### config.mk
export PLATFORM = sky130hd
export DESIGN_NAME = tlul_req_intake
export DESIGN_NICKNAME = d
export VERILOG_FILES = /design/src/rtl/tlul_pkg.sv /design/src/rtl/mem_pkg.sv /design/src/rtl/tlul_err.sv /design/src/rtl/tlul_req_intake.sv
export SDC_FILE = /design/constraint.sdc
export NUM_CORES = 1
export LEC_CHECK = 0
export ABC_AREA = 1
export BUFFER_PORTS_ARGS = -buffer_cell sky130_fd_sc_hd__buf_2
export CAP_MARGIN = 10
export CORE_ASPECT_RATIO = 0.75
export CORE_UTILIZATION = 24
export DETAILED_ROUTE_END_ITERATION = 12
export GPL_TIMING_DRIVEN = 0
export MAX_ROUTING_LAYER = met4
export PLACE_DENSITY = 0.82
export SKIP_LAST_GASP = 1
export SYNTH_ARGS = -nofsm -noshare
export SYNTH_HDL_FRONTEND = slang
export SYNTH_SLANG_ARGS = --single-unit
### constraint.sdc
create_clock -name vclk -period 0.8
set_input_delay 0.04 -clock vclk [all_inputs]
set_output_delay 0.04 -clock vclk [all_outputs]
set_load 0.05 [all_outputs]
### src/rtl/tlul_pkg.sv
package tlul_pkg;

  // bus widths
  localparam int TL_AW  = 32;  // address
  localparam int TL_DW  = 32;  // data
  localparam int TL_DBW = 4;   // byte mask, one bit per lane
  localparam int TL_SZW = 2;   // log2 of the transfer size
  localparam int TL_AIW = 8;   // source id

  // a channel opcodes
  typedef enum logic [2:0] {
    PutFullData    = 3'h0,
    PutPartialData = 3'h1,
    Get            = 3'h4
  } tl_a_op_e;

  // d channel opcodes
  typedef enum logic [2:0] {
    AccessAck     = 3'h0,
    AccessAckData = 3'h1
  } tl_d_op_e;

  // host to device
  typedef struct packed {
    logic              a_valid;
    tl_a_op_e          a_opcode;
    logic [TL_SZW-1:0] a_size;
    logic [TL_AW-1:0]  a_address;
    logic [TL_AIW-1:0] a_source;
    logic [TL_DBW-1:0] a_mask;
    logic [TL_DW-1:0]  a_data;
    logic              d_ready;
  } tl_h2d_t;

  // device to host
  typedef struct packed {
    logic              d_valid;
    tl_d_op_e          d_opcode;
    logic [TL_SZW-1:0] d_size;
    logic [TL_AIW-1:0] d_source;
    logic [TL_DW-1:0]  d_data;
    logic              d_error;
    logic              a_ready;
  } tl_d2h_t;

endpackage

### src/rtl/mem_pkg.sv
package mem_pkg;

  localparam int MEM_DEPTH  = 256;         // words
  localparam int MEM_IW     = 8;           // word index width
  localparam int MEM_AW     = MEM_IW + 2;  // byte address span, 1 KB
  localparam int FIFO_DEPTH = 4;

  // request as it travels from intake to responder
  typedef struct packed {
    logic                        write;
    logic                        partial;
    tlul_pkg::tl_a_op_e          opcode;
    logic [tlul_pkg::TL_SZW-1:0] size;
    logic [tlul_pkg::TL_AIW-1:0] source;
    logic [MEM_IW-1:0]           index;
    logic [tlul_pkg::TL_DBW-1:0] mask;
    logic [tlul_pkg::TL_DW-1:0]  wdata;
    logic                        err;
  } mem_req_t;

  typedef struct packed {
    tlul_pkg::tl_d_op_e          opcode;
    logic [tlul_pkg::TL_SZW-1:0] size;
    logic [tlul_pkg::TL_AIW-1:0] source;
    logic [tlul_pkg::TL_DW-1:0]  data;
    logic                        err;
  } mem_rsp_t;

endpackage

### src/rtl/tlul_err.sv
`timescale 1ns/1ps

module tlul_err (
  input  tlul_pkg::tl_h2d_t tl_i,
  output logic              err_o
);

  logic op_get;
  logic op_full;
  logic op_partial;
  logic opcode_ok;
  logic cfg_ok;
  logic align_ok;   // address fits the size
  logic lane_ok;    // no mask bits on inactive lanes
  logic full_ok;    // mask covers the whole transfer, PutFullData only

  logic [tlul_pkg::TL_DBW-1:0] lane_sel;

  assign op_get     = (tl_i.a_opcode == tlul_pkg::Get);
  assign op_full    = (tl_i.a_opcode == tlul_pkg::PutFullData);
  assign op_partial = (tl_i.a_opcode == tlul_pkg::PutPartialData);
  assign opcode_ok  = op_get | op_full | op_partial;

  // one-hot lane for byte accesses
  assign lane_sel = tlul_pkg::TL_DBW'(1) << tl_i.a_address[1:0];

  always_comb begin
    align_ok = 1'b0;
    lane_ok  = 1'b0;
    full_ok  = 1'b0;

    if (tl_i.a_valid) begin
      case (tl_i.a_size)
        2'd0: begin // byte
          align_ok = 1'b1;
          lane_ok  = ~|(tl_i.a_mask & ~lane_sel);
          full_ok  = |(tl_i.a_mask & lane_sel);
        end

        2'd1: begin // half word
          align_ok = ~tl_i.a_address[0];
          // upper half addressed means the lower mask bits must be clear
          lane_ok  = tl_i.a_address[1] ? ~|tl_i.a_mask[1:0]
                                       : ~|tl_i.a_mask[3:2];
          full_ok  = tl_i.a_address[1] ? &tl_i.a_mask[3:2]
                                       : &tl_i.a_mask[1:0];
        end

        2'd2: begin // full word
          align_ok = (tl_i.a_address[1:0] == 2'b00);
          lane_ok  = 1'b1;
          full_ok  = &tl_i.a_mask;
        end

        default: begin // size 3, wider than the bus
          align_ok = 1'b0;
          lane_ok  = 1'b0;
          full_ok  = 1'b0;
        end
      endcase
    end
  end

  assign cfg_ok = align_ok & lane_ok & (op_get | op_partial | full_ok);

  // anything outside the permitted set is an error
  assign err_o = ~(opcode_ok & cfg_ok);

endmodule

### src/rtl/tlul_req_intake.sv
`timescale 1ns/1ps

module tlul_req_intake (
  input  tlul_pkg::tl_h2d_t  tl_i,
  input  logic               full_i,
  output logic               push_o,
  output mem_pkg::mem_req_t  req_o,
  output logic               a_ready_o
);

  logic chk_err;
  logic out_of_range;

  tlul_err u_err (
    .tl_i  (tl_i),
    .err_o (chk_err)
  );

  // anything at or above 1 KB
  assign out_of_range = |tl_i.a_address[tlul_pkg::TL_AW-1:mem_pkg::MEM_AW];

  assign a_ready_o = ~full_i;
  assign push_o    = tl_i.a_valid & ~full_i;  // accepted beat goes straight in

  always_comb begin
    req_o.write   = (tl_i.a_opcode == tlul_pkg::PutFullData) |
                    (tl_i.a_opcode == tlul_pkg::PutPartialData);
    req_o.partial = (tl_i.a_opcode == tlul_pkg::PutPartialData);
    req_o.opcode  = tl_i.a_opcode;
    req_o.size    = tl_i.a_size;
    req_o.source  = tl_i.a_source;
    req_o.index   = tl_i.a_address[mem_pkg::MEM_AW-1:2];  // byte to word address
    req_o.mask    = tl_i.a_mask;
    req_o.wdata   = tl_i.a_data;
    req_o.err     = chk_err | out_of_range;
  end

endmodule

---- Word level (Yosys, flattened, before mapping) ----
Index checks and enable logic that the tools add are counted.
storage, ports and cells
  flip-flop bits (word level) ............. 0
  output and inout bits ................... 62
  word-level logic and storage cells ...... 43
cells by class
  eq/ne operators ......................... 4
  shifts and indexed selects .............. 1
  mux-type cells .......................... 8
  bitwise logic cells ..................... 16
  reduce and logical (&&, ||, !) cells .... 14
operators by type and width
  cell                                                                number
  22-bit OR reduction                                                 1
  1-bit case mux with 3 select lines                                  3
  4-bit AND                                                           2
  4-bit OR reduction                                                  2
  1-bit OR                                                            6
  1-bit 2-to-1 mux                                                    5
  1-bit AND                                                           4
  2-bit logical NOT                                                   2
  4-bit NOT                                                           1
  2-bit AND reduction                                                 2
  4-bit AND reduction                                                 1
  2-bit OR reduction                                                  2
  1-bit by 2-bit << shifter with 4-bit output (first input constant)  1
  3-bit by 1-bit == test with 1-bit output (second input constant)    1
  3-bit == test (second input constant)                               1
  1-bit logical NOT                                                   3
  3-bit logical NOT                                                   1
  1-bit NOT                                                           3
  2-bit by 1-bit == test with 1-bit output (second input constant)    1
  2-bit == test (second input constant)                               1

---- Depth between registers and ports, before layout ----
  depth in word-level cells ............... 12
  depth in mapped cells ................... 8
  depth with buffers taken out ............ 8

---- Cells and area by module ----
Synthesis repeated with hierarchy kept, for this count alone.
second synthesis, totals
  cells, all modules ...................... 122
  area total of the unflattened synthesis .. 701.9 um^2
modules (own cells, without submodules)
  module           instances  cells each  area an instance (um^2)  seq. area each (um^2)
  tlul_req_intake  1          84          534.3                    0.0
  tlul_err         1          38          167.7                    0.0

---- Worst setup path before layout ----
OpenSTA, ideal clock, no wires.
  kind .................................... input to output
  from .................................... in tl_i[81] (netlist bit)
  to ...................................... out req_o[59] (netlist bit)
  data arrival time ....................... 857 ps
  path slack .............................. -97 ps
  cell stages on the path ................. 3
  path buffers ............................ 0
  cell sequence ........................... a21oi_2 -> inv_1 -> nor2_1
RTL lines
  element          RTL line              source
  start, declared  tlul_req_intake.sv:4  input tlul_pkg::tl_h2d_t tl_i,
  end, declared    tlul_req_intake.sv:7  output mem_pkg::mem_req_t req_o,

==> impl_metrics.ini <==
[run_status]
status = finished with violations
violations = negative setup slack

[timing]
relSlewSlack_pct = 83.1
fin_tns_setup_ps = -60.4
rsz0062_at_grt = true
min_period_ps = 860
max_freq_mhz = 1160
whs_ps = 381
slew_viol_final = 0
hold_viol = 0
layout_setup_ws_ps = -60.4
setup_viol = 1
finalCritPeriodShare_pct = 108
worst_pin_slew_ps = 255

[synthesis]
avgSynthCellArea_um2 = 5.58
synth_top_family_by_area = buffers and inverters
synthMuxAreaShare_pct = 0
synth_xor_area_share_pct = 0
yosys_warnings = 0
synth.distinct_cells = 12
synth-simple-area-share_pct = 29.7
netlist_instances = 130
synth.cell_area_um2 = 726
synth_nets = 214
synth_top_area_cell = buf_4
synthAdderAreaFrac_pct = 0
synth-compound-area-share_pct = 4.66
synth_area_leaders = buf_4 (60%), nor2_1 (14%), nand2_1 (13%), inv_1 (5.2%), nand3_2 (1.4%)
ys_seq_area_share_pct = 0
synth_top_area_share_pct = 60.0

[hold_path]
hold_class = primary input to output pin
hold_path_end = req_o[48]
hold_path_depth = 2
min-delay-start = tl_i[40]

[worst_setup_path]
worstPathArrival_ps = 820
critPathCaptureType = output pin
cp.required_ps = 760
crit_fanout = 1
crit_type = primary input to output pin
crit_path_start_kind = primary input

[floorplan]
fp.dieW_um = 65.5
core_um2 = 2740
dieArea_um2 = 3250
initial_core_util_pct = 26.5
rows = 16
io_pins = 146
die_h_um = 49.6

[routing]
vias_per_cell = 3.65
vias = 959
drt-initial-drc-count = 12
remaining_drc_errors = 0
firstDrtPassIters = 4
drt.antenna.violating_nets = 0
wl_um = 2040
wl_per_cell_um = 7.75

[layout]
seq_cell_count = 0
fillers = 294
register_area_um2 = 0
final_common_cell = buf_2
stdcell_count = 263
layout_common_cells = buf_2 (93), buf_4 (60), nand2_1 (25)
multiInputGateArea_um2 = 262
drive_gt1_share_pct = 72.7
area_delta_synth_final_pct = 76.7
antenna_cells = 0
nets = 313
fin_util_pct = 46.8
clock_buffers = 0

[placed_design]
place_congestion = 0.785
dp_hpwl_um = 1880
port_buffers = 97
placed_cells = 263
place_ws_ps = -134

[global_route]
grt_pass1_vias = 697
track_usage_pct = 10.6
overflow = 0
grt_max_degree = 7
grt_pass1_wl_um = 2790
antenna_found_initial = 0

[job]
drv_cap = 0

[power]
leakage_nw = 0.830
power.density_nw_per_um2 = 892
ir_drop_mv = 0.586

[clock_tree]
post_cts_buffers = 0
hold_buffers = 0
-- metal layers --
metal	vias up	GRT usage [%]	part of all wire, %
met5	-	-	0
met4	0	0	0
met3	0	0	9.0
met2	63	18.9	49
met1	372	14.1	41
li1	524	-	-
-- critical path, cell delays in order --
cell and delay (ps):
buf_2 90, nor2_1 100, nand2_1 70, nor2_2 120, nand3_2 80, nor2_1 100
nand2_1 60, buf_6 150
-- metrics by stage --
step,total power [mW],instance area [um2]
after global routing,1.20,1280
after floorplan,0.887,728
after detailed placement,1.14,1260
after CTS,1.14,1270
final,1.14,1280
after global placement,1.13,1260
-- logic make-up after synthesis --
logic type | count (synthesis)
AOI/OAI and AO/OA | 6
and+or+nand+nor | 55
buffers and inverters | 69
-- report_power, final --
part           internal, mW  switching (mW)  leakage, nW  total, mW
Sequential                0               0            0          0
Clock                     0               0            0          0
Combinational         0.384           0.760        0.830       1.14
-- repair_timing --
action | in CTS | in global routing
endpoints found under the hold margin | 0 | 0
setup endpoints to repair | 1 | 2
pin swaps | 4 | 2
gates resized for setup | 6 | 7
-- layout make-up --
type               count  share of cell area [%]
well taps             36                    3.51
inverters             11                    3.22
plain buffers         58                    34.0
multi-input cells     61                    20.4
repair buffers        97                    38.9
-- Yosys cell counts --
cell,count
buf_4,58
a21oi_1,1
inv_1,10
nor2_1,27
inv_2,1
nand2_1,25
nor3_1,1
nand3_2,1
nand3_1,1
a21oi_2,1
o21ai_0,2
o21ai_1,2
-- worst max path at each step --
stage,cells after the start,to,start
finish,8,req_o[0],tl_i[60]
floorplan,6,req_o[0],tl_i[60]
CTS,8,req_o[0],tl_i[65]
global placement,8,req_o[0],tl_i[60]
global route,9,req_o[0],tl_i[33]
detailed placement,8,req_o[0],tl_i[60]
Note: power is estimated with default switching activity, not from simulation.
