<file path="src/rtl/tlul_pkg.sv">
package tlul_pkg;

  // bus widths
  localparam int TL_AW  = 32;  // address
  localparam int TL_DW  = 32;  // data
  localparam int TL_DBW = 4;   // byte mask, one bit per lane
  localparam int TL_SZW = 2;   // log2 of the transfer size
  localparam int TL_AIW = 8;   // source id

  // a channel opcodes
  typedef enum logic [2:0] {
    PutFullData    = 3'h0,
    PutPartialData = 3'h1,
    Get            = 3'h4
  } tl_a_op_e;

  // d channel opcodes
  typedef enum logic [2:0] {
    AccessAck     = 3'h0,
    AccessAckData = 3'h1
  } tl_d_op_e;

  // host to device
  typedef struct packed {
    logic              a_valid;
    tl_a_op_e          a_opcode;
    logic [TL_SZW-1:0] a_size;
    logic [TL_AW-1:0]  a_address;
    logic [TL_AIW-1:0] a_source;
    logic [TL_DBW-1:0] a_mask;
    logic [TL_DW-1:0]  a_data;
    logic              d_ready;
  } tl_h2d_t;

  // device to host
  typedef struct packed {
    logic              d_valid;
    tl_d_op_e          d_opcode;
    logic [TL_SZW-1:0] d_size;
    logic [TL_AIW-1:0] d_source;
    logic [TL_DW-1:0]  d_data;
    logic              d_error;
    logic              a_ready;
  } tl_d2h_t;

endpackage

</file>
<file path="src/rtl/mem_pkg.sv">
package mem_pkg;

  localparam int MEM_DEPTH  = 256;         // words
  localparam int MEM_IW     = 8;           // word index width
  localparam int MEM_AW     = MEM_IW + 2;  // byte address span, 1 KB
  localparam int FIFO_DEPTH = 4;

  // request as it travels from intake to responder
  typedef struct packed {
    logic                        write;
    logic                        partial;
    tlul_pkg::tl_a_op_e          opcode;
    logic [tlul_pkg::TL_SZW-1:0] size;
    logic [tlul_pkg::TL_AIW-1:0] source;
    logic [MEM_IW-1:0]           index;
    logic [tlul_pkg::TL_DBW-1:0] mask;
    logic [tlul_pkg::TL_DW-1:0]  wdata;
    logic                        err;
  } mem_req_t;

  typedef struct packed {
    tlul_pkg::tl_d_op_e          opcode;
    logic [tlul_pkg::TL_SZW-1:0] size;
    logic [tlul_pkg::TL_AIW-1:0] source;
    logic [tlul_pkg::TL_DW-1:0]  data;
    logic                        err;
  } mem_rsp_t;

endpackage

</file>
<file path="src/rtl/sync_fifo.sv">
`timescale 1ns/1ps

module sync_fifo #(
  parameter type T     = logic,
  parameter int  DEPTH = mem_pkg::FIFO_DEPTH
) (
  input  logic clk_i,
  input  logic rst_i,
  input  logic push_i,
  input  T     data_i,
  input  logic pop_i,
  output T     data_o,
  output logic full_o,
  output logic empty_o
);

  localparam int PW = (DEPTH > 1) ? $clog2(DEPTH) : 1;
  localparam int CW = $clog2(DEPTH + 1);

  T mem_q [DEPTH];

  logic [PW-1:0] wr_ptr_q;
  logic [PW-1:0] rd_ptr_q;
  logic [CW-1:0] count_q;
  logic          do_push;
  logic          do_pop;

  assign full_o  = (count_q == CW'(DEPTH));
  assign empty_o = (count_q == '0);

  // requests against a full or empty buffer are dropped
  assign do_push = push_i & ~full_o;
  assign do_pop  = pop_i & ~empty_o;

  assign data_o = mem_q[rd_ptr_q];  // registered head, no fall-through

  always_ff @(posedge clk_i) begin
    if (rst_i) begin
      wr_ptr_q <= '0;
      rd_ptr_q <= '0;
      count_q  <= '0;
    end else begin
      if (do_push) begin
        wr_ptr_q <= (wr_ptr_q == PW'(DEPTH - 1)) ? '0 : wr_ptr_q + 1'b1;
      end
      if (do_pop) begin
        rd_ptr_q <= (rd_ptr_q == PW'(DEPTH - 1)) ? '0 : rd_ptr_q + 1'b1;
      end
      case ({do_push, do_pop})
        2'b10:   count_q <= count_q + 1'b1;
        2'b01:   count_q <= count_q - 1'b1;
        default: count_q <= count_q;  // both or neither
      endcase
    end
  end

  always_ff @(posedge clk_i) begin
    if (do_push) begin
      mem_q[wr_ptr_q] <= data_i;
    end
  end

endmodule

</file>
<file path="config.mk">
export PLATFORM = sky130hd
export DESIGN_NAME = sync_fifo
export DESIGN_NICKNAME = d
export VERILOG_FILES = /design/src/rtl/tlul_pkg.sv /design/src/rtl/mem_pkg.sv /design/src/rtl/sync_fifo.sv
export SDC_FILE = /design/constraint.sdc
export NUM_CORES = 1
export LEC_CHECK = 0
export BUFFER_PORTS_ARGS = -buffer_cell sky130_fd_sc_hd__buf_4
export CAP_MARGIN = 20
export CORE_MARGIN = 5
export CORE_UTILIZATION = 44
export CTS_CLUSTER_DIAMETER = 40
export CTS_CLUSTER_SIZE = 40
export DETAILED_ROUTE_END_ITERATION = 10
export PLACE_DENSITY = 0.66
export SETUP_SLACK_MARGIN = 0.2
export SYNTH_ARGS = -nofsm -noshare
export SYNTH_HDL_FRONTEND = slang
export SYNTH_SLANG_ARGS = --single-unit
</file>
<file path="constraint.sdc">
create_clock -name clk_i -period 2.27 [get_ports clk_i]
set_clock_uncertainty 0.15 [all_clocks]
set_input_delay 0.227 -clock clk_i [delete_from_list [all_inputs] [get_ports clk_i]]
set_output_delay 0.227 -clock clk_i [all_outputs]
set_load 0.05 [all_outputs]
</file>
# Word level (Yosys, flattened, before mapping)
# Memories as Yosys holds them, arrays and structs flattened. A register that Yosys moved wholly into a read port is not among the register bits.
# Index checks and enable logic that the tools add are counted.
[totals]
memories = 1
latch_bits = 0
out_inout_bits = 3
romBits = 0
elab_cells = 26
register_bits = 7
in_bits = 5
ramBits = 4
[op_classes]
magnitude_cmp = 0
addsub = 4
n_reduce_logical = 2
n_bitwise = 4
n_mul = 0
eq_ne = 5
mux = 7
n_div = 0
shifts = 0
[memory_table]
columns = ["name", "depth", "width", "rd", "rd_clocked_by_memory_dff", "wr", "line", "source"]
rows = [
  ["mem_q", 4, 1, 1, 1, 1, "sync_fifo.sv:20", "T mem_q [DEPTH];"],
]
[ops]
columns = ["op", "n"]
rows = [
  ["$mux 2", 4],
  ["$eq 2x2->1 const B", 3],
  ["$pmux 3 s2", 1],
  ["$add 2x1->2 const B", 2],
  ["$add 3x1->3 const B", 1],
  ["$eq 3x3->1 const B", 1],
  ["$logic_not 3->1", 1],
  ["$sub 3x1->3 const B", 1],
  ["$and 1x1->1", 2],
  ["$eq 2x1->1 const B", 1],
  ["$mux 1", 2],
  ["$not 1->1", 2],
  ["$reduce_bool 2->1", 1],
]

# Logic depth before layout (Yosys ltp)
# Gate-level depths: netlist of run 1.
[depth]
ltp_word = 5
mapped_depth = 10
mapped_depth_nobuf = 9

# Least setup slack after synthesis of run 1
# OpenSTA, ideal clock, no wires.
[synth_timing]
path_type = "reg2reg"
start = "register count_q[0]"
end = "register count_q[2]"
path_slack_ns = -0.235
stages_incl_launch_ff = 11
period_less_slack_ns = 2.505
path_buffers = 1
setup_ns = 0.070
arrival_time_ns = 2.284
required_time_ns = 2.050
path_cell_list = "dfxtp_1 -> or3b_1 -> buf_6 -> and2_4 -> inv_1 -> ha_1 -> inv_1 -> fa_1 -> xor2_1 -> or3_2 -> a21oi_1"
[synth_via]
elab_chain_cells = 5
elab_cells_between_ends = 12
classes_between = "2 x add/sub; 3 x eq/ne; 1 x mux; 4 x bitwise; 2 x reduce/logical"
[synth_lines]
columns = ["item", "line", "source"]
rows = [
  ["start: declaration", "sync_fifo.sv:24", "logic [CW-1:0] count_q;"],
  ["start signal: assignment", "sync_fifo.sv:50", "2'b10: count_q <= count_q + 1'b1;"],
  ["start signal: assignment", "sync_fifo.sv:51", "2'b01: count_q <= count_q - 1'b1;"],
  ["start signal: assignment", "sync_fifo.sv:52", "default: count_q <= count_q;"],
  ["$eq 3x3->1 / $logic_not 3->1 (equally long branches)", "sync_fifo.sv:28, sync_fifo.sv:29", ""],
  ["$not 1->1, on equally long branches", "sync_fifo.sv:32, sync_fifo.sv:33", ""],
  ["$and 1x1->1, on equally long branches", "sync_fifo.sv:32, sync_fifo.sv:33", ""],
  ["$eq 2x1->1 / $eq 2x2->1 (equally long branches)", "sync_fifo.sv:49", "case ({do_push, do_pop})"],
  ["$pmux 3 s2 / $reduce_bool 2->1 (equally long branches)", "n/a", ""],
]
# Several ways; a longest one is shown, not always the timed one.
# A chain may end at the register's enable or synchronous reset.

# Worst setup path in the final report of run 1
[layout_timing]
start = "register count_q[2]"
end = "register count_q[2]"
# Same word-level chain as after synthesis.

==> results.yml, run 1 <==
sta:
  max_slew_margin_pct: 85.52
  setup_viol: 0
  finalHoldViolCount: 0
  final.period_utilization_pct: 98.69
  min_period_ns: 2.240
  tightestPinTransition_ns: 0.2159
  hold_slack_ns: 0.009116
  fmax_ghz: 0.4464
  drv_slew: 0
  rsz0062_at_grt: "yes"
critical_path:
  rrSetupSlack_ns: 0.03
  crit_path_start_kind: "flop"
  slowest_delay_ns: 0.38
  worstPathRequired_ns: 2.34
  critPathMostFrequentCell: "inv_2"
  cp_slowest_cell: "or3b_4"
  end_kind: "flop"
  path_class: "flop to flop"
  crit_fanout: 2
  arrival_ns: 2.31
  path_cells: "or3b_4 > and2_4 > inv_2 > ha_4 > inv_2 > fa_2 > xor2_1 > or3_4 > a21oi_2"
grt:
  use_met3_pct: 5.535
  top_usage_layer: "met2"
  grt_pass1_wl_um: 1697
  overflow: 0
  antenna_found_initial: 0
  grt_usage_pct: 11.43
  grt_pass1_vias: 414
  grt_util_met2_pct: 17.71
  gr-usage-met1_pct: 12.05
  grt_max_degree: 9
detailed_routing:
  via_per_inst: 5.065
  drtPass1Iterations: 4
  num_vias: 466
  wl_um: 1087
  drtIter0Drc: 7
  detail-route-antenna-nets: 0
  route.detailed.drc: 0
  wl_per_cell_um: 11.82
logic_synthesis:
  ys_ff_latch: 13
  synth_sequential_area_ratio_pct: 46.88
  synth.distinct_cells: 25
  synthCells: 59
  syn_area_um2: 640.6
  synth_nets: 71
  synth_warnings: 0
  syn_area_per_cell_um2: 10.86
clock_network:
  numCtsBuffers: 3
  cts_tree: "yes"
  clock_latency_ns: 0.28
  cts_num_sinks: 13
  root_buffer: "clkbuf_4"
  clk_pin_slew_ns: 0.07
  cts_buffer_depth: 2
  htree_levels: 1
power_and_ir_drop:
  p_leak_nw: 0.3756
  finalPower_mw: 0.9928
  power.density_nw_per_um2: 1199
  peakVddDrop_uv: 641.9
outcome:
  status: "completed"
job:
  max_cap_violations: 0
placed_design:
  gp_congestion: 0.7050
  dp_hpwl_um: 812.3
  portBuffers: 7
  dp.cells: 84
  dpl_cell_area_um2: 755.7
layout:
  nFillCells: 112
  drive_above_1_share_pct: 44.16
  area_growth_pct: 29.30
  nets: 90
  diodes: 0
  instances_no_fill: 92
  finalInstanceArea_um2: 828.3
floorplan:
  die_w_um: 48.16
  placeableCoreArea_um2: 1334
  pin_count: 8
  fp.dieH_um: 48.16
  initial_utilization_pct: 48.03
  fp.dieArea_um2: 2319
  rows: 13
min_path:
  hold_class: "input pin to flop"
-- final timing paths --
check,from,endpoint,cells past startpoint
setup / recovery,count_q[2],count_q[2],9
hold / removal,rst_i,count_q[2],2
setup reg to reg,count_q[2],count_q[2],9
hold reg to reg,rd_ptr_q[0],rd_ptr_q[0],2
-- layer usage --
| metal | wire length, µm | part of all wire [%] | vias to the layer above |
|---|---|---|---|
| met2 | 547 | 50 | 13 |
| met1 | 433 | 40 | 209 |
| met4 | 27 | 2.5 | 0 |
| met5 | 0 | 0 | - |
| met3 | 80 | 7.4 | 5 |
| li1 | - | - | 239 |
-- kinds of logic (layout without fill, tap and decap cells) --
family / Yosys count / count (layout) / synth area share [%]
xor+xnor: 2 / 2 / 2.735
fa+ha+maj: 7 / 7 / 14.84
buf+inv: 10 / 28 / 7.031
compound gates: 8 / 8 / 8.203
flops: 13 / 13 / 46.88
simple gates: 17 / 17 / 15.23
mux: 2 / 2 / 5.078
-- synthesized netlist by cell type --
library cell	n	area (µm²)
dfxtp_1	9	180.2
fa_1	1	20.02
o21ai_0	1	5.000
and3_1	2	12.51
o31ai_2	1	12.51
inv_1	8	30.03
mux2i_1	1	10.01
and3_2	2	15.01
nor3_1	2	10.01
o31ai_1	1	7.510
clkbuf_1	1	3.750
nor2_1	4	15.01
or3b_1	1	8.760
a21oi_1	4	20.02
mux4_2	1	22.52
ha_1	6	75.07
or3_2	1	7.510
edfxtp_1	4	120.1
buf_6	1	11.26
nand2_1	1	3.750
xor2_1	2	17.52
and2_4	1	8.760
or3_1	1	6.260
nand3_1	2	10.01
a21o_1	1	7.510
-- worst max-delay path: cells and delay by family, from the launching register on --
family                   cells  cell delay (ns)
adder cells (fa/ha/maj)      2             0.45
AND/OR/NAND/NOR              3             0.88
AO/OA/AOI/OAI                1             0.11
flip-flops                   1             0.34
XOR/XNOR                     1             0.16
buffers and inverters        2             0.10
-- layout make-up --
cell class	count	area [µm²]	share of cell area [%]
repair buffers	16	122.6	14.80
inverters	8	30.03	3.625
flip-flops and latches	13	302.8	36.56
clock buffers	4	26.28	3.172
well taps	15	18.77	2.266
multi-input cells	36	327.8	39.58
-- layout by cell type, fill, tap and decap left out --
cell type and n:
mux4_2 1, inv_1 6, and3_1 2, nor2_1 3
clkbuf_4 3, fa_2 1, o31ai_2 2, nand2_1 1
o21ai_0 1, a21oi_1 3, xor2_1 2, or3_1 1
nand3_1 2, inv_2 2, edfxtp_1 4, clkbuf_1 1
ha_4 1, mux2i_1 1, nor3_1 2, dfxtp_2 2
or3b_4 1, a21oi_2 1, buf_4 15, nor2_2 1
and3_2 2, a21o_1 1, and2_4 1, dlygate4sd3_1 1
or3_4 1, dfxtp_1 7, ha_1 5
-- power breakdown --
part           internal (mW)  switching, mW  total (mW)
Combinational          0.239          0.287       0.527
Sequential             0.297         0.0286       0.325
Clock                 0.0682         0.0726       0.141
Total                  0.604          0.388       0.993
-- repair_timing --
item                                    4_1_cts  5_1_grt
hold endpoints to repair                      4        0
hold buffers                                  1        0
setup buffers                                 1        2
gates resized for setup                       1        3
pin swaps                                     4        2
endpoints found under the setup margin        2        2
-- stage by stage --
step / utilization, % / TNS (ns) / setup slack, ns
final: 62.10 / 0 / 0.02971
after global routing: 62.10 / -0.03190 / -0.03190
after CTS: 60.23 / 0 / 0.03447
after detailed placement: 56.66 / -0.0008249 / -0.0008249
after global placement: 56.66 / 0 / 0.04669
after floorplan: - / -0.04841 / -0.04841
Note: power is estimated with default switching activity, not from simulation.
==> run 2, diff against run 1 <==
--- a/config.mk
+++ b/config.mk
@@ -9,6 +9,7 @@
 export CAP_MARGIN = 20
 export CORE_MARGIN = 5
 export CORE_UTILIZATION = 44
+export CTS_BUF_LIST = sky130_fd_sc_hd__clkbuf_16
 export CTS_CLUSTER_DIAMETER = 40
 export CTS_CLUSTER_SIZE = 40
 export DETAILED_ROUTE_END_ITERATION = 10
==> run 2 against run 1 <==
Register-to-register slack about the same. Die area stayed put. Via count shrank 2.4%. Critical endpoint unchanged.
==> results.yml, run 2 (synthesis gave the netlist of run 1 again) <==
sta:
  setup_viol: 0
  fmax_ghz: 0.4474
  finalHoldViolCount: 0
  tightestPinTransition_ns: 0.2827
  final.period_utilization_pct: 98.46
  drv_slew: 0
  hold_slack_ns: 0.03777
  max_slew_margin_pct: 80.99
  min_period_ns: 2.235
  fin_tns_setup_ns: 0
  rsz0062_at_grt: "yes"
detailed_routing:
  met1_length_um: 460
  drtIter0Drc: 11
  top_layer: "met4"
  wl_met2_um: 517
  wl_um: 1089
  wl_met3_um: 73
  drtPass1Iterations: 4
  route.detailed.drc: 0
  via_per_inst: 5.056
  num_vias: 455
  wl_per_cell_um: 12.10
  detail-route-antenna-nets: 0
layout:
  nets: 88
  area_growth_pct: 33.98
  layout_common_cells: "14 x buf_4, 7 x inv_1, 7 x dfxtp_1"
  multi_input_area_um2: 322.8
  regArea_um2: 302.8
  diodes: 0
  nFillCells: 113
  drive_above_1_share_pct: 42.67
  final_common_cell: "buf_4"
grt:
  overflow: 0
  grt_max_degree: 9
  grt_pass1_wl_um: 1704
  grt_pass1_vias: 414
  antenna_found_initial: 0
  grt_usage_pct: 11.35
critical_path:
  path_cells: "or3b_4 > and2_4 > inv_2 > ha_4 > inv_2 > fa_2 > xor2_1 > or3_4 > a21oi_2"
  crit_path_start_kind: "flop"
  cp_slowest_cell: "or3b_4"
  worstPathRequired_ns: 2.29
  crit_fanout: 2
  arrival_ns: 2.26
  path_class: "flop to flop"
  critPathMostFrequentCell: "inv_2"
  slowest_delay_ns: 0.38
  cp_num_buf_inv: 2
  critical-path-top-delay-family: "simple AND/OR/NAND/NOR gates"
  end_kind: "flop"
placed_design:
  gp_congestion: 0.7050
  dp_hpwl_um: 812.3
  portBuffers: 7
clock_network:
  clk_pin_slew_ns: 0.04
  root_buffer: "clkbuf_16"
  numCtsBuffers: 3
  clock_latency_ns: 0.24
  cts_tree: "yes"
  cts_num_sinks: 13
  cts_buffer_depth: 2
  cts_hold_repair.buffers: 0
  htree_levels: 1
outcome:
  status: "completed"
power_and_ir_drop:
  peakVddDrop_uv: 720.5
  p_leak_nw: 0.3951
  power.density_nw_per_um2: 1358
floorplan:
  rows: 13
  initial_utilization_pct: 48.03
  die_w_um: 48.16
  fp.dieH_um: 48.16
  pin_count: 8
  placeableCoreArea_um2: 1334
  fp.dieArea_um2: 2319
min_path:
  hold_class: "input pin to flop"
job:
  max_cap_violations: 0
## run 2: cell count changes in the layout (fill, tap and decap cells not counted), sizes merged
cell and delta:
buf -1, clkbuf -1, dlygate4sd3 -1, inv +1
## run 2: final cells by class
type                       count  share of cell area [%]
clock buffer                   3                   8.746
timing repair buffer          14                   12.24
sequential                    13                   35.28
tap                           15                   2.187
multi-input combinational     36                   37.61
clock inverter                 1                  0.4373
inverter                       8                   3.499
## run 2: metal layers
layer / up-vias / track usage, %
met2: 10 / 16.67
met4: 0 / 8.065
met3: 6 / 5.535
met1: 205 / 12.70
li1: 234 / -
met5: - / 0
## run 2: worst paths after layout
path                                  start          to  slack [ns]  cells past startpoint
worst min-delay path                 data_i    mem_q[1]        0.04                      1
worst max register to register   count_q[2]  count_q[2]        0.03                      9
worst max-delay path             count_q[2]  count_q[2]        0.03                      9
worst min register to register  rd_ptr_q[0]        flop        0.34                      2
## run 2: what timing repair did
| action | CTS | global route |
|---|---|---|
| buffers inserted | 1 | 1 |
| pin swaps | 4 | 2 |
| endpoints found under the setup margin | 1 | 2 |
| gates resized for setup | 1 | 2 |
## run 2: report_power, final
group          switching, mW  total, mW  leakage (nW)  internal, mW
clock                 0.0911      0.323        0.0423         0.232
combinational          0.282      0.515         0.241         0.233
sequential            0.0300      0.328         0.111         0.298
## run 2: worst reg2reg max path: cells and delay by family, from the launching register on
| family | cells | cell delay, ns |
|---|---|---|
| xor gates and xnor gates | 1 | 0.16 |
| DFF | 1 | 0.33 |
| AOI/OAI and AO/OA | 1 | 0.11 |
| and+or+nand+nor | 3 | 0.88 |
| adders and majority gates | 2 | 0.46 |
| buffers and inverters | 2 | 0.09 |
## run 2: metrics by stage
stage	power (mW)	util, %	setup WS (ns)	std cells	instance area, µm²
CTS	1.148	63.41	0.04727	89	845.8
detailed placement	0.8137	56.66	-0.0008249	84	755.7
global placement	0.7994	56.66	0.04669	84	755.7
floorplan	0.6716	-	-0.04841	59	661.9
finish	1.166	64.35	0.03487	90	858.3
global route	1.233	64.35	-0.03471	90	858.3
==> run 3, diff against run 2 <==
--- a/config.mk
+++ b/config.mk
@@ -5,6 +5,7 @@
 export SDC_FILE = /design/constraint.sdc
 export NUM_CORES = 1
 export LEC_CHECK = 0
+export ABC_AREA = 1
 export BUFFER_PORTS_ARGS = -buffer_cell sky130_fd_sc_hd__buf_4
 export CAP_MARGIN = 20
 export CORE_MARGIN = 5
@@ -13,7 +14,7 @@
 export CTS_CLUSTER_DIAMETER = 40
 export CTS_CLUSTER_SIZE = 40
 export DETAILED_ROUTE_END_ITERATION = 10
-export PLACE_DENSITY = 0.66
+export PLACE_DENSITY = 0.65
 export SETUP_SLACK_MARGIN = 0.2
 export SYNTH_ARGS = -nofsm -noshare
 export SYNTH_HDL_FRONTEND = slang
==> run 3 against run 2 <==
Routed wire length shrank 7.8%. Power is 2.7% lower. Clock-buffer cell count did not move. Sequential share of layout area grew 0.28 points. Via count is 8.1% higher. Critical path depth rose by 3. Fmax is 19% higher. Critical path type unchanged. Die area increased by 3.7%. Synthesized area rose by 4.7%.
==> results.yml, run 3 <==
sta:
  rsz0062_at_grt: "no"
  setup_viol: 0
  drv_slew: 0
  tightestPinTransition_ns: 0.2122
  final.period_utilization_pct: 82.94
  max_slew_margin_pct: 85.84
  min_period_ns: 1.883
  fmax_ghz: 0.5312
  finalHoldViolCount: 0
  fin_tns_setup_ns: 0
critical_path:
  crit_path_start_kind: "flop"
  worstPathRequired_ns: 2.26
  crit_fanout: 5
  slowest_delay_ns: 0.38
  end_kind: "flop"
  path_cells: "nor2_2 > nand2_2 > nand2_4 > ha_1 > inv_1 > fa_1 > inv_1 > nand2_1 > nand3_1 > nand2_1 > inv_1 > nor2_1"
  cp_slowest_cell: "fa_1"
  arrival_ns: 1.87
  critPathMostFrequentCell: "inv_1"
  path_class: "flop to flop"
  critical-path-top-delay-family: "simple AND/OR/NAND/NOR gates"
  cp_num_buf_inv: 3
logic_synthesis:
  synthCells: 83
  syn_area_um2: 670.6
  async_flop_share_pct: 0
  synth.area.top_cells: "dfxtp_1 27%, edfxtp_1 18%, ha_1 11%, inv_1 11%, nor2_1 7.8%"
  synth_nets: 95
  synth_edf_count: 4
  ys.flop_type: "dfxtp_1"
  ys_ff_latch: 13
  yosys.area.top_type: "dfxtp_1"
  yosys-top-cells-count: "19 x inv_1, 14 x nor2_1, 11 x nand2_1"
  synth_sequential_area_ratio_pct: 44.78
  synth_warnings: 0
  synth_top_area_share_pct: 26.87
  synth_most_common_cell: "inv_1"
  syn_area_per_cell_um2: 8.080
  synth.distinct_cells: 15
clock_network:
  clock_latency_ns: 0.24
  root_buffer: "clkbuf_16"
  cts_buffer_depth: 2
  cts_tree: "yes"
  numCtsBuffers: 3
  cts_hold_repair.buffers: 0
  htree_levels: 1
  clk_pin_slew_ns: 0.04
  cts_num_sinks: 13
detailed_routing:
  wl_um: 1004
  detail-route-antenna-nets: 0
  wl_per_cell_um: 8.964
  route.detailed.drc: 0
  drtIter0Drc: 17
  num_vias: 492
  via_per_inst: 4.393
  drtPass1Iterations: 4
floorplan:
  die_w_um: 49.04
  initial_utilization_pct: 45.58
  pin_count: 8
  rows: 14
  placeableCoreArea_um2: 1471
  fp.dieArea_um2: 2405
  fp.dieH_um: 49.04
min_path:
  hold_class: "input pin to flop"
placed_design:
  dp_hpwl_um: 761.6
  gp_congestion: 0.7920
  dp.cells: 106
  portBuffers: 7
outcome:
  status: "completed"
job:
  max_cap_violations: 0
grt:
  grt_pass1_vias: 439
  grt_pass1_wl_um: 1745
  grt_usage_pct: 9.343
  grt_max_degree: 8
  overflow: 0
  antenna_found_initial: 0
layout:
  drive_above_1_share_pct: 18.75
  layout_common_cells: "20 x inv_1, 14 x nor2_1, 10 x nand2_1"
  area_growth_pct: 25.93
  final_common_cell: "inv_1"
  diodes: 0
  nets: 109
  instances_no_fill: 112
power_and_ir_drop:
  power.density_nw_per_um2: 1344
  finalPower_mw: 1.135
  peakVddDrop_uv: 763.2
  p_leak_nw: 0.4264
[run 3: cell types whose count changed in the layout (fill, tap and decap cells not counted), sizes merged, moves of 4 or more]
cell	change
and3	-4
nand2	+13
nor2	+11
o21ai	+4
inv	+11
buf	-5
[run 3: stage by stage]
| stage | hold slack [ns] | instance area, µm² | setup WS (ns) | util (%) |
|---|---|---|---|---|
| after CTS | 0.03476 | 822.0 | 0.2891 | 55.87 |
| after floorplan | 0.1759 | 670.6 | 0.4090 | - |
| final | 0.03895 | 844.6 | 0.3874 | 57.40 |
| after detailed placement | 0.2831 | 743.2 | 0.2993 | 50.51 |
| after global placement | 0.2801 | 743.2 | 0.3149 | 50.51 |
| after global routing | 0.03831 | 844.6 | 0.1978 | 57.40 |
[run 3: worst register-to-register path, cell delays in order, from the launching register on]
cell	delay, ns
dfxtp_1	0.33
nor2_2	0.16
nand2_2	0.12
nand2_4	0.09
ha_1	0.17
inv_1	0.07
fa_1	0.38
inv_1	0.07
nand2_1	0.06
nand3_1	0.07
nand2_1	0.05
inv_1	0.04
nor2_1	0.03
[run 3: final cells by class]
type | instances | area, µm²
Sequential cell | 13 | 300.3
Multi-Input combinational cell | 51 | 306.5
Clock buffer | 3 | 75.07
Tap cell | 16 | 20.02
Fill cell | 137 | 626.9
Clock inverter | 1 | 3.754
Inverter | 19 | 71.32
Timing Repair Buffer | 9 | 67.56
[run 3: path summary, 6_finish.rpt]
check | startpoint | cells past startpoint | slack, ns | endpoint
setup / recovery | count_q[1] | 12 | 0.39 | count_q[2]
hold / removal | data_i | 1 | 0.04 | mem_q[2]
setup reg to reg | count_q[1] | 12 | 0.39 | count_q[2]
hold reg to reg | count_q[0] | 1 | 0.34 | count_q[0]
[run 3: cells by family (layout without fill, tap and decap cells)]
logic type | after synthesis | in the layout | synth area share (%)
DFF | 13 | 13 | 44.78
and+or+nand+nor | 34 | 34 | 22.95
AOI/OAI and AO/OA | 10 | 10 | 7.461
adders and majority gates | 7 | 7 | 14.18
buffers and inverters | 19 | 32 | 10.63
[run 3: timing repair]
action | 4_1_cts | 5_1_grt
gates resized for setup | 0 | 2
setup endpoints to repair | 0 | 1
setup buffers | 0 | 2
endpoints found under the hold margin | 0 | 0
[run 3: metal layers]
metal	vias up	wire length [µm]	share of wire, %	global-route usage [%]
met4	0	11	1.1	2.691
met2	6	461	46	15.22
met1	202	476	47	9.962
met3	2	54	5.4	5.810
met5	-	0	0	0
li1	282	-	-	-
[run 3: power by group]
group	leakage, nW	switching [mW]	internal, mW	total, mW
clock network	0.0423	0.0918	0.232	0.324
registers	0.111	0.0443	0.303	0.348
logic	0.273	0.302	0.161	0.464
total	0.426	0.439	0.696	1.13
